File: config.mk
export PLATFORM = sky130hd
export DESIGN_NAME = neural_loop_top
export DESIGN_NICKNAME = d
export VERILOG_FILES = /design/src/verilog/neuro_pkg.sv /design/src/verilog/sample_clock_enable.sv /design/src/verilog/cortical_feature_stage.sv /design/src/verilog/ca3_phase_memory.sv /design/src/verilog/phase_coupling_stage.sv /design/src/verilog/neural_loop_top.sv
export SDC_FILE = /design/constraint.sdc
export NUM_CORES = 1
export LEC_CHECK = 0
export BUFFER_PORTS_ARGS = -buffer_cell sky130_fd_sc_hd__buf_2
export CAP_MARGIN = 40
export CORE_MARGIN = 1
export CORE_UTILIZATION = 52
export CTS_CLUSTER_SIZE = 28
export DETAILED_ROUTE_END_ITERATION = 6
export PLACE_DENSITY = 0.78
export SYNTH_ARGS = -nofsm -noshare
export SYNTH_HDL_FRONTEND = slang
export SYNTH_SLANG_ARGS = --single-unit
File: constraint.sdc
create_clock -name clk -period 10 [get_ports clk]
set_clock_uncertainty 0.2 [all_clocks]
set_input_delay 0.5 -clock clk [delete_from_list [all_inputs] [get_ports clk]]
set_output_delay 0.5 -clock clk [all_outputs]
set_load 0.005 [all_outputs]
File: src/verilog/neuro_pkg.sv
`default_nettype none

package neuro_pkg;

    // ============================
    // Fixed-point format
    // ============================

    // Q3.14 samples throughout the loop
    localparam int WIDTH = 18;
    localparam int FRAC = 14;

    typedef logic signed [WIDTH-1:0] sample_t;

    // 1/3 for the L6 average
    localparam sample_t ONE_THIRD = 18'sd5461;

    // 0.25 phase coupling gain
    localparam sample_t K_PHASE_DEFAULT = 18'sd4096;

    // Coupled oscillators, one per pattern bit
    localparam int N_UNITS = 6;

    // ============================
    // Stage payloads
    // ============================

    // Oscillator states read once per sample strobe
    typedef struct packed {
        // Index order sets the pattern bit
        // 0 sensory L2/3, 1 sensory L6, 2 association L2/3
        // 3 association L6, 4 motor L2/3, 5 motor L6
        sample_t [N_UNITS-1:0] layer;
        sample_t               motor_l5a;
        sample_t               motor_l5b;
        sample_t               theta_x;
        sample_t               theta_y;
    } cortex_state_t;

    // Stage 1 result
    typedef struct packed {
        logic [N_UNITS-1:0] pattern;
        sample_t            alpha_feedback;
        sample_t            beta_amplitude;
        logic               beta_quiet;
        logic [2:0]         theta_phase;
        sample_t            theta_x;
    } feature_t;

    // Stage 2 result
    typedef struct packed {
        logic [N_UNITS-1:0] phase_pattern;
        logic               learning;
        logic               recalling;
        logic [2:0]         theta_phase;
        sample_t            theta_x;
        sample_t            alpha_feedback;
        logic               beta_quiet;
    } memory_t;

    // Stage 3 result, couplings plus forwarded CA3 status
    typedef struct packed {
        sample_t [N_UNITS-1:0] couple;
        memory_t               status;
    } coupling_t;

endpackage

`default_nettype wire

File: src/verilog/sample_clock_enable.sv
`timescale 1ns/1ps
`default_nettype none

module sample_clock_enable #(
    parameter int SAMPLE_DIV = 31250
) (
    input  wire  clk,
    input  wire  reset,
    output logic sample_en
);

    // Counter wide enough for SAMPLE_DIV-1, at least one bit
    localparam int CW = (SAMPLE_DIV > 1) ? $clog2(SAMPLE_DIV) : 1;
    localparam logic [CW-1:0] RELOAD = CW'(SAMPLE_DIV - 1);

    logic [CW-1:0] count;

    // Down-counter, strobe on the zero crossing
    // With SAMPLE_DIV of 1 the count sits at zero and the strobe stays high
    always_ff @(posedge clk) begin
        if (reset) begin
            count     <= RELOAD;
            sample_en <= 1'b0;
        end else if (count == '0) begin
            count     <= RELOAD;
            sample_en <= 1'b1;
        end else begin
            count     <= count - 1'b1;
            sample_en <= 1'b0;
        end
    end

    // Divider of zero has no meaning
    a_div_range: assert property (@(posedge clk) SAMPLE_DIV >= 1);

    // Strobe is a single-cycle pulse whenever the divider is active
    a_strobe_single: assert property (@(posedge clk) disable iff (reset)
        (SAMPLE_DIV > 1 && sample_en) |=> !sample_en);

endmodule

`default_nettype wire

File: src/verilog/cortical_feature_stage.sv
`timescale 1ns/1ps
`default_nettype none

module cortical_feature_stage #(
    parameter neuro_pkg::sample_t BETA_QUIET_THRESH = 18'sd2458
) (
    input  wire                           clk,
    input  wire                           reset,
    input  wire                           sample_en,
    input  wire neuro_pkg::cortex_state_t cortex,
    output neuro_pkg::feature_t           feature,
    output logic                          feature_valid
);

    localparam int W = neuro_pkg::WIDTH;

    logic [neuro_pkg::N_UNITS-1:0] pattern;
    logic signed [W+1:0]           l6_sum;
    logic signed [2*W+1:0]         l6_avg_full;
    neuro_pkg::sample_t            alpha_feedback;
    logic signed [W:0]             l5a_abs;
    logic signed [W:0]             l5b_abs;
    logic signed [W:0]             beta_sum;
    neuro_pkg::sample_t            beta_amplitude;
    logic [W-1:0]                  theta_x_mag;
    logic [W-1:0]                  theta_y_mag;
    logic [2:0]                    theta_phase;

    // ============================
    // Cortical pattern
    // ============================

    // Layer active when its output is not negative
    always_comb begin
        for (int i = 0; i < neuro_pkg::N_UNITS; i++) begin
            pattern[i] = ~cortex.layer[i][W-1];
        end
    end

    // ============================
    // Alpha and beta
    // ============================

    // Sum of the three L6 outputs, two guard bits
    assign l6_sum = cortex.layer[1] + cortex.layer[3] + cortex.layer[5];
    // Scale by 1/3 for the average
    assign l6_avg_full = l6_sum * neuro_pkg::ONE_THIRD;
    assign alpha_feedback = neuro_pkg::sample_t'(l6_avg_full >>> neuro_pkg::FRAC);

    // Motor L5 magnitudes with one extra bit so -min stays positive
    assign l5a_abs = cortex.motor_l5a[W-1] ? -cortex.motor_l5a : cortex.motor_l5a;
    assign l5b_abs = cortex.motor_l5b[W-1] ? -cortex.motor_l5b : cortex.motor_l5b;
    assign beta_sum = l5a_abs + l5b_abs;
    // Mean of low and high beta
    assign beta_amplitude = neuro_pkg::sample_t'(beta_sum >>> 1);

    // ============================
    // Theta octant
    // ============================

    // Unsigned magnitudes for the diagonal test
    assign theta_x_mag = cortex.theta_x[W-1] ? -cortex.theta_x : cortex.theta_x;
    assign theta_y_mag = cortex.theta_y[W-1] ? -cortex.theta_y : cortex.theta_y;

    // Bit 2 is the half cycle, bit 1 the y sign, bit 0 steep versus shallow
    assign theta_phase = {cortex.theta_x[W-1], cortex.theta_y[W-1], theta_y_mag > theta_x_mag};

    // Capture on the strobe edge
    always_ff @(posedge clk) begin
        if (reset) begin
            feature_valid <= 1'b0;
        end else begin
            feature_valid <= sample_en;
            if (sample_en) begin
                feature.pattern        <= pattern;
                feature.alpha_feedback <= alpha_feedback;
                feature.beta_amplitude <= beta_amplitude;
                // Quiet beta opens the resonance window
                feature.beta_quiet     <= beta_amplitude < BETA_QUIET_THRESH;
                feature.theta_phase    <= theta_phase;
                feature.theta_x        <= cortex.theta_x;
            end
        end
    end

endmodule

`default_nettype wire

File: src/verilog/ca3_phase_memory.sv
`timescale 1ns/1ps
`default_nettype none

module ca3_phase_memory (
    input  wire                      clk,
    input  wire                      reset,
    input  wire neuro_pkg::feature_t feature,
    input  wire                      feature_valid,
    output neuro_pkg::memory_t       memory,
    output logic                     memory_valid
);

    localparam int N_SLOTS = 8;

    // One pattern slot per theta octant
    logic [neuro_pkg::N_UNITS-1:0] slot [N_SLOTS];
    logic                          encoding;
    logic [2:0]                    slot_addr;
    logic [neuro_pkg::N_UNITS-1:0] recalled;

    // Phases 0 to 3 encode and phases 4 to 7 retrieve
    assign encoding = ~feature.theta_phase[2];

    // Window bit cleared so retrieval octant k+4 reads what octant k wrote
    assign slot_addr = feature.theta_phase & 3'b011;
    assign recalled  = slot[slot_addr];

    // ============================
    // Learn or recall per sample
    // ============================

    always_ff @(posedge clk) begin
        if (reset) begin
            for (int s = 0; s < N_SLOTS; s++) begin
                slot[s] <= '0;
            end
            memory_valid     <= 1'b0;
            memory.learning  <= 1'b0;
            memory.recalling <= 1'b0;
        end else begin
            memory_valid <= feature_valid;
            if (feature_valid) begin
                // Encoding half stores the cortical pattern and echoes it
                if (encoding) begin
                    slot[slot_addr]      <= feature.pattern;
                    memory.phase_pattern <= feature.pattern;
                end else begin
                    // Retrieval half plays back the stored pattern
                    memory.phase_pattern <= recalled;
                end
                memory.learning       <= encoding;
                memory.recalling      <= ~encoding;
                // Side fields ride along for the coupling stage and the ports
                memory.theta_phase    <= feature.theta_phase;
                memory.theta_x        <= feature.theta_x;
                memory.alpha_feedback <= feature.alpha_feedback;
                memory.beta_quiet     <= feature.beta_quiet;
            end
        end
    end

    // Learning and recall never overlap, across every sample held on the output
    a_learn_recall_excl: assert property (@(posedge clk) disable iff (reset)
        !(memory.learning && memory.recalling));

endmodule

`default_nettype wire

File: src/verilog/phase_coupling_stage.sv
`timescale 1ns/1ps
`default_nettype none

module phase_coupling_stage #(
    parameter neuro_pkg::sample_t K_PHASE = neuro_pkg::K_PHASE_DEFAULT
) (
    input  wire                     clk,
    input  wire                     reset,
    input  wire neuro_pkg::memory_t memory,
    input  wire                     memory_valid,
    output neuro_pkg::coupling_t    coupling,
    output logic                    out_valid
);

    localparam int W = neuro_pkg::WIDTH;

    logic signed [2*W-1:0] theta_scaled;
    neuro_pkg::sample_t    couple_base;

    // ============================
    // Theta coupling drive
    // ============================

    // Full-precision product then back to Q3.14
    assign theta_scaled = K_PHASE * memory.theta_x;
    assign couple_base  = neuro_pkg::sample_t'(theta_scaled >>> neuro_pkg::FRAC);

    always_ff @(posedge clk) begin
        if (reset) begin
            out_valid                 <= 1'b0;
            coupling.status.learning  <= 1'b0;
            coupling.status.recalling <= 1'b0;
        end else begin
            out_valid <= memory_valid;
            if (memory_valid) begin
                // Set bit pulls in phase, clear bit pushes anti-phase
                for (int i = 0; i < neuro_pkg::N_UNITS; i++) begin
                    coupling.couple[i] <= memory.phase_pattern[i] ? couple_base
                                                                  : -couple_base;
                end
                // Status passes through untouched
                coupling.status <= memory;
            end
        end
    end

    // Output stays quiet while the pipeline is held in reset
    a_no_valid_in_reset: assert property (@(posedge clk) reset |=> !out_valid);

endmodule

`default_nettype wire

File: src/verilog/neural_loop_top.sv
`timescale 1ns/1ps
`default_nettype none

module neural_loop_top #(
    // Clock cycles per sample
    parameter int                 SAMPLE_DIV        = 31250,
    // About 0.15 in Q3.14
    parameter neuro_pkg::sample_t BETA_QUIET_THRESH = 18'sd2458,
    parameter neuro_pkg::sample_t K_PHASE           = neuro_pkg::K_PHASE_DEFAULT
) (
    input  wire                           clk,
    input  wire                           reset,
    input  wire neuro_pkg::cortex_state_t cortex,
    output neuro_pkg::coupling_t          coupling,
    output logic                          out_valid
);

    logic                sample_en;
    neuro_pkg::feature_t feature;
    logic                feature_valid;
    neuro_pkg::memory_t  memory;
    logic                memory_valid;

    // ============================
    // Cortex to CA3 and back
    // ============================

    // Sample strobe
    sample_clock_enable #(
        .SAMPLE_DIV(SAMPLE_DIV)
    ) u_sample_en (
        .clk       (clk),
        .reset     (reset),
        .sample_en (sample_en)
    );

    // Stage 1 pattern, alpha, beta and theta octant
    cortical_feature_stage #(
        .BETA_QUIET_THRESH(BETA_QUIET_THRESH)
    ) u_features (
        .clk           (clk),
        .reset         (reset),
        .sample_en     (sample_en),
        .cortex        (cortex),
        .feature       (feature),
        .feature_valid (feature_valid)
    );

    // Stage 2 theta-gated pattern store
    ca3_phase_memory u_ca3 (
        .clk           (clk),
        .reset         (reset),
        .feature       (feature),
        .feature_valid (feature_valid),
        .memory        (memory),
        .memory_valid  (memory_valid)
    );

    // Stage 3 signed coupling back to the columns
    phase_coupling_stage #(
        .K_PHASE(K_PHASE)
    ) u_coupling (
        .clk          (clk),
        .reset        (reset),
        .memory       (memory),
        .memory_valid (memory_valid),
        .coupling     (coupling),
        .out_valid    (out_valid)
    );

endmodule

`default_nettype wire

# Yosys cells after proc, flatten, opt, wreduce, memory -nomap -nowiden
# Memories as Yosys holds them, arrays and structs flattened. A register that Yosys moved wholly into a read port is not among the register bits.
# Cells that the tools add are included.
word_totals:
  regBits: 263
  ramBits: 48
  in_bits: 182
  out_inout_bits: 157
  elab_cells: 76
  n_memories: 1
op_classes:
  add_sub_neg: 9
  mul: 1
  magnitude_cmp: 2
  mux: 20
  bitwise: 8
  n_reduce_logical: 6
memory_table:
  columns: ["memory", "words", "word_bits", "read_ports", "rd_clocked_by_memory_dff", "write_ports", "line_no", "rtl"]
  rows:
  - ["u_ca3.slot", 8, 6, 1, 1, 8, "ca3_phase_memory.sv:16", "logic [neuro_pkg::N_UNITS-1:0] slot [N_SLOTS];"]
ops:
  columns: ["cell", "n"]
  rows:
  - ["$mux 18", 8]
  - ["$mux 19", 2]
  - ["$neg 18->19", 2]
  - ["$neg 18->18", 2]
  - ["$mul 20x14->32 const B", 1]
  - ["$add 19x18->20", 1]
  - ["$add 18x18->19", 1]
  - ["$add 19x19->19", 1]
  - ["$gt 18x18->1", 1]
  - ["$lt 18x13->1 const B", 1]
  - ["$neg 16->18", 1]
  - ["$logic_not 15->1", 1]
  - ["$sub 15x1->15 const B", 1]
  - ["$mux 1", 8]
  - ["$not 1->1", 8]
  - ["$mux 6", 1]
  - ["$reduce_and 2->1", 3]
  - ["$reduce_or 6->1", 1]
  - ["$mux 3", 1]
  - ["$reduce_or 2->1", 1]

# Longest topological paths before layout
logic_depth:
  word_depth: 6
  ltp_mapped: 31
  ltp_nobuf: 31

# Hierarchy
# Synthesis repeated with hierarchy kept, for this count alone.
hier_totals:
  hier_cells: 1759
  area_unflattened_um2: 20563.5
by_module_without_submodules:
  columns: ["module", "instances", "cells_per_inst", "area_each_um2", "seq_area_each_um2"]
  rows:
  - ["cortical_feature_stage", 1, 1139, 10943.0, 1911.8]
  - ["phase_coupling_stage", 1, 410, 6194.7, 4504.3]
  - ["ca3_phase_memory", 1, 138, 2712.6, 2162.1]
  - ["sample_clock_enable", 1, 72, 713.2, 320.3]

# Least setup slack after synthesis
# No wires, ideal clock.
synth_path:
  kind: "input-to-reg"
  from: "in cortex[91] (netlist bit)"
  to: "reg u_features.feature[52] (netlist name)"
  setup_ps: 262
  t_arrival_ps: 9342
  required_ps: 9538
  path_slack_ps: 196
  path_stages: 27
  path_buffers: 1
  path_cell_list: "fa_1 > ha_1 > inv_1 > fa_1 > nor2b_1 > o31a_1 > o31a_1 > o21a_1 > o31a_1 > o41ai_1 > ha_1 > inv_1 > ha_1 > inv_1 > fa_1 > fa_1 > fa_1 > inv_1 > fa_1 > ha_1 > buf_1 > a21o_1 > a31o_2 > a21o_1 > a221oi_1 > a21oi_1 > xor2_1"
synth_via:
  elab_chain_cells: 3
synth_lines:
  columns: ["item", "line_no", "rtl"]
  rows:
  - ["start, declared", "neural_loop_top.sv:13", "input wire neuro_pkg::cortex_state_t cortex,"]
  - ["$add 18x18->19", "cortical_feature_stage.sv:45", "assign l6_sum = cortex.layer[1] + cortex.layer[3] + cortex.layer[5];"]
  - ["$add 19x18->20", "cortical_feature_stage.sv:45", null]
  - ["$mul 20x14->32", "cortical_feature_stage.sv:47", "assign l6_avg_full = l6_sum * neuro_pkg::ONE_THIRD;"]
  - ["named net u_features.l6_avg_full[26]", "cortical_feature_stage.sv:19", "logic signed [2*W+1:0] l6_avg_full;"]
# The timed path passes the listed nets, and every way through them passes these cells.
# A chain may end at the register's enable or synchronous reset.

# Final worst setup path
layout_path:
  from: "in cortex[99] (netlist bit)"
  to: "reg u_features.feature[52] (netlist name)"
layout_via:
  elab_chain_cells: 3
layout_lines:
  columns: ["item", "line_no"]
  rows:
  - ["$add 18x18->19", "cortical_feature_stage.sv:45"]
  - ["$add 19x18->20", "cortical_feature_stage.sv:45"]
  - ["$mul 20x14->32", "cortical_feature_stage.sv:47"]
  - ["named net u_features.l6_avg_full[26]", "cortical_feature_stage.sv:19"]
# The timed path passes the listed nets, and every way through them passes these cells.

==> summary.md <==
| Metric | Value |
|---|---|
| Final Wtd Congestion | 0.9018 |
| Routed vias | between 10000 and 15000 |
| Gr usage total | 21.38% |
| Initial antenna violation count | 0 |
| Die area | 0.03747 mm2 |
| CP Max Fanout | 6 |
| Initial Utilization | between 50% and 60% |
| Multi-input logic area | 0.009863 mm2 |
| Mapped Area | 0.01908 mm2 |
| CP endpoint kind | register |
| Critical Path Source Type | primary input |
| Final Critical Period | 8.056 ns |
| Post-Syn Nets | 2086 |
| Final Slew Violations | 0 |
| Top-count cell post-synth | edfxtp_1 |
| Outcome | finished clean |
| GRT overflow | 0 |
| Worst-Skew Late Latency | 0.53 ns |
| Core Util, Final | 61.48% |
| IO Count | 339 |
| Max Cap Violations | 0 |
| Area growth, synth to finish | 15.43% |
| Clock buffer depth | 3 |
| Worst slew pin tran | a little under 0.9 ns |
| Largest net degree at the start of global routing | 53 |
| Internal reg-to-reg setup slack | 5.91 ns |
| Post-CTS setup buffers | 0 |
| Synth warnings | 0 |
| Fmax achieved | roughly 120 MHz |
| CP Launch Point | cortex[99] |
| CTS H-tree depth | 1 |
| Critical path's top delay family | adder cells |
| Vias in the first global route | 12960 |
| Filler cells | around 2800 |
| Final ANT Viol Nets | 0 |
| Cells after Synth | around 1600 |
| TritonCTS buffer count | 28 |
| Drt first pass iters | 5 |
| Final Hold Viols | 0 |
| Nets | 2376 |
| DR vias/cell | about 5.4 |
| Synthesized flop and latch total | 284 |
| CTS tree | yes |
| Drt drc | 0 |
| Post-route clock period utilization | 80.56% |
| Synth area leaders | edfxtp_1 (41%), fa_1 (12%), ha_1 (11%), xor2_1 (5.1%), inv_1 (3.8%) |
| Share of cells above drive strength 1 | 20.21% |
| Average cell area after synthesis | approximately 12 um2 |
| Worst r2r dst | u_coupling.coupling[64] |
| Post-DP HPWL | 32240 um |
| Die Width | 193.6 um |
| HP Class | in2reg |
| Initial DRC Count | roughly 670 |
| Crit path DAT | 8.13 ns |
| Slowest-stage cell, CP | fa_1 |
| Setup CP Type | in2reg |
| Worst-path clk slew | 0.06 ns |
| CORE AREA | 0.03583 mm2 |
| R2r startpoint | u_ca3.memory[22] |
| Most used flip-flop cell after synthesis | edfxtp_1 |
| Number of cells on the critical path | 25 |
| Number of distinct library cells after synthesis | 70 |
| Critical Path Sink | u_features.feature[52] |
| Critical Path RT | 10.08 ns |
| Antenna Cells | 0 |
| Leading area contributor after synthesis | edfxtp_1 |
| Slew margin rel. | 40.77% |
| Cells on worst reg2reg path | 9 |
| Unrepaired setup endpoints after global routing | no |
| First-pass GRT wire length | around 65000 um |
| Avg WL per Cell | 16.91 um |
| EDFF count, synth | around 260 |
| Clk sinks | around 280 |
| Largest stage delay, worst path | 0.56 ns |
| Final wirelength | about 40000 um |
| Die Y | between 150 and 200 um |
| Reg area | just over 0.008 mm2 |
| Seq/Total Area, Yosys | 43.48% |
| Yosys top cell area share | about two fifths |
| CP most frequent cell | fa_1 |
| Clock root cell | clkbuf_16 |
| Setup violators final | 0 |
| Buf/Inv on CP | 3 |
| Most instantiated cells after synthesis | edfxtp_1 (261), inv_1 (193), ha_1 (174), nor2_1 (131), fa_1 (116) |
| # port buffers | 287 |
| Setup TNS | 0 ns |
| Cell Rows | 69 |
| Async set-reset flop share out of synthesis | 0% |
==> kinds of logic after synthesis <==
kind of cell | Yosys count | share of synthesized area [%]
AND/OR/NAND/NOR | 359 | 9.684
adder cells (fa/ha/maj) | 290 | 23.58
flip-flops | 284 | 43.48
buffers and inverters | 244 | 4.989
AO/OA/AOI/OAI | 221 | 7.560
XOR/XNOR | 191 | 8.917
multiplexers | 25 | 1.790
==> metal layers <==
layer,global-route usage (%),vias up,routed length [um]
met2,39.12,380,21060
met5,0,-,0
met3,2.040,64,1800
met4,6.044,0,979
li1,-,6167,-
met1,26.84,6268,16520
==> registers in the layout, summed over array words and instances, names as in the netlist <==
| name | flops |
|---|---|
| u_coupling.coupling | 149 |
| u_ca3.slot | 24 |
| u_ca3.memory_valid | 1 |
| u_sample_en.sample_en | 1 |
| u_sample_en.count | 15 |
| u_features.feature_valid | 1 |
| u_ca3.memory | 47 |
| u_coupling.out_valid | 1 |
| u_features.feature | 45 |
==> cell usage in the layout, fill, tap and decap left out, types with 11 or more instances in the layout <==
cell	instances
buf_2	287
edfxtp_1	261
inv_1	193
ha_1	174
nor2_1	131
fa_1	116
xor2_1	112
xnor2_1	77
o21ai_0	63
nand2_1	52
a21oi_1	33
and2_1	29
clkbuf_16	28
a21o_1	23
dfxtp_1	23
o31ai_1	17
nand2b_1	16
or3_1	16
nor3_1	16
nor2b_1	15
nand3_1	14
nor4_1	13
mux2_2	13
or2_2	12
buf_4	12
o21ai_1	11
==> repair_timing <==
item,CTS,global route
hold endpoints to repair,7,0
resized for setup,0,0
hold buffers,7,0
==> worst reg2reg max path: cells and delay by family (launching register included) <==
kind | cells | cell delay (ns)
flip-flops | 1 | 0.52
AND/OR/NAND/NOR | 5 | 2.26
adder cells (fa/ha/maj) | 1 | 0.29
buffers and inverters | 1 | 0.11
AO/OA/AOI/OAI | 2 | 0.44
==> per-stage QoR <==
| step | area [um2] | setup slack (ns) | hold slack (ns) | cells |
|---|---|---|---|---|
| floorplan | 19080 | 0.1961 | 0.1854 | 1614 |
| global placement | 20990 | 1.378 | 0.2013 | 2323 |
| detailed placement | 21070 | 1.455 | 0.2045 | 2328 |
| CTS | 22030 | 1.991 | 0.004962 | 2386 |
| global route | 22030 | 1.622 | 0.008514 | 2386 |
| finish | 22030 | 1.944 | 0.02323 | 2386 |
==> final cells by class <==
cell class,instances,area share [%]
multi-input cells,1086,44.77
clock inverters,17,0.7497
repair buffers,310,7.600
clock buffers,34,3.283
flip-flops and latches,284,37.67
inverters,194,3.306
well taps,461,2.618
==> worst min path at each step <==
stage	startpoint	end	slack [ns]	cells after the start
floorplan	u_sample_en.count[0]	u_sample_en.count[0]	0.19	1
global placement	u_features.feature[16]	u_ca3.memory[35]	0.20	0
detailed placement	u_features.feature[41]	u_ca3.memory[2]	0.20	0
CTS	cortex[89]	u_features.feature[58]	0.005	2
global route	cortex[89]	u_features.feature[58]	0.009	2
finish	cortex[89]	u_features.feature[58]	0.02	2
Power is left out: the tool's default activity adds up to more than one toggle a clock period on the data nets, which glitch-free logic cannot reach.
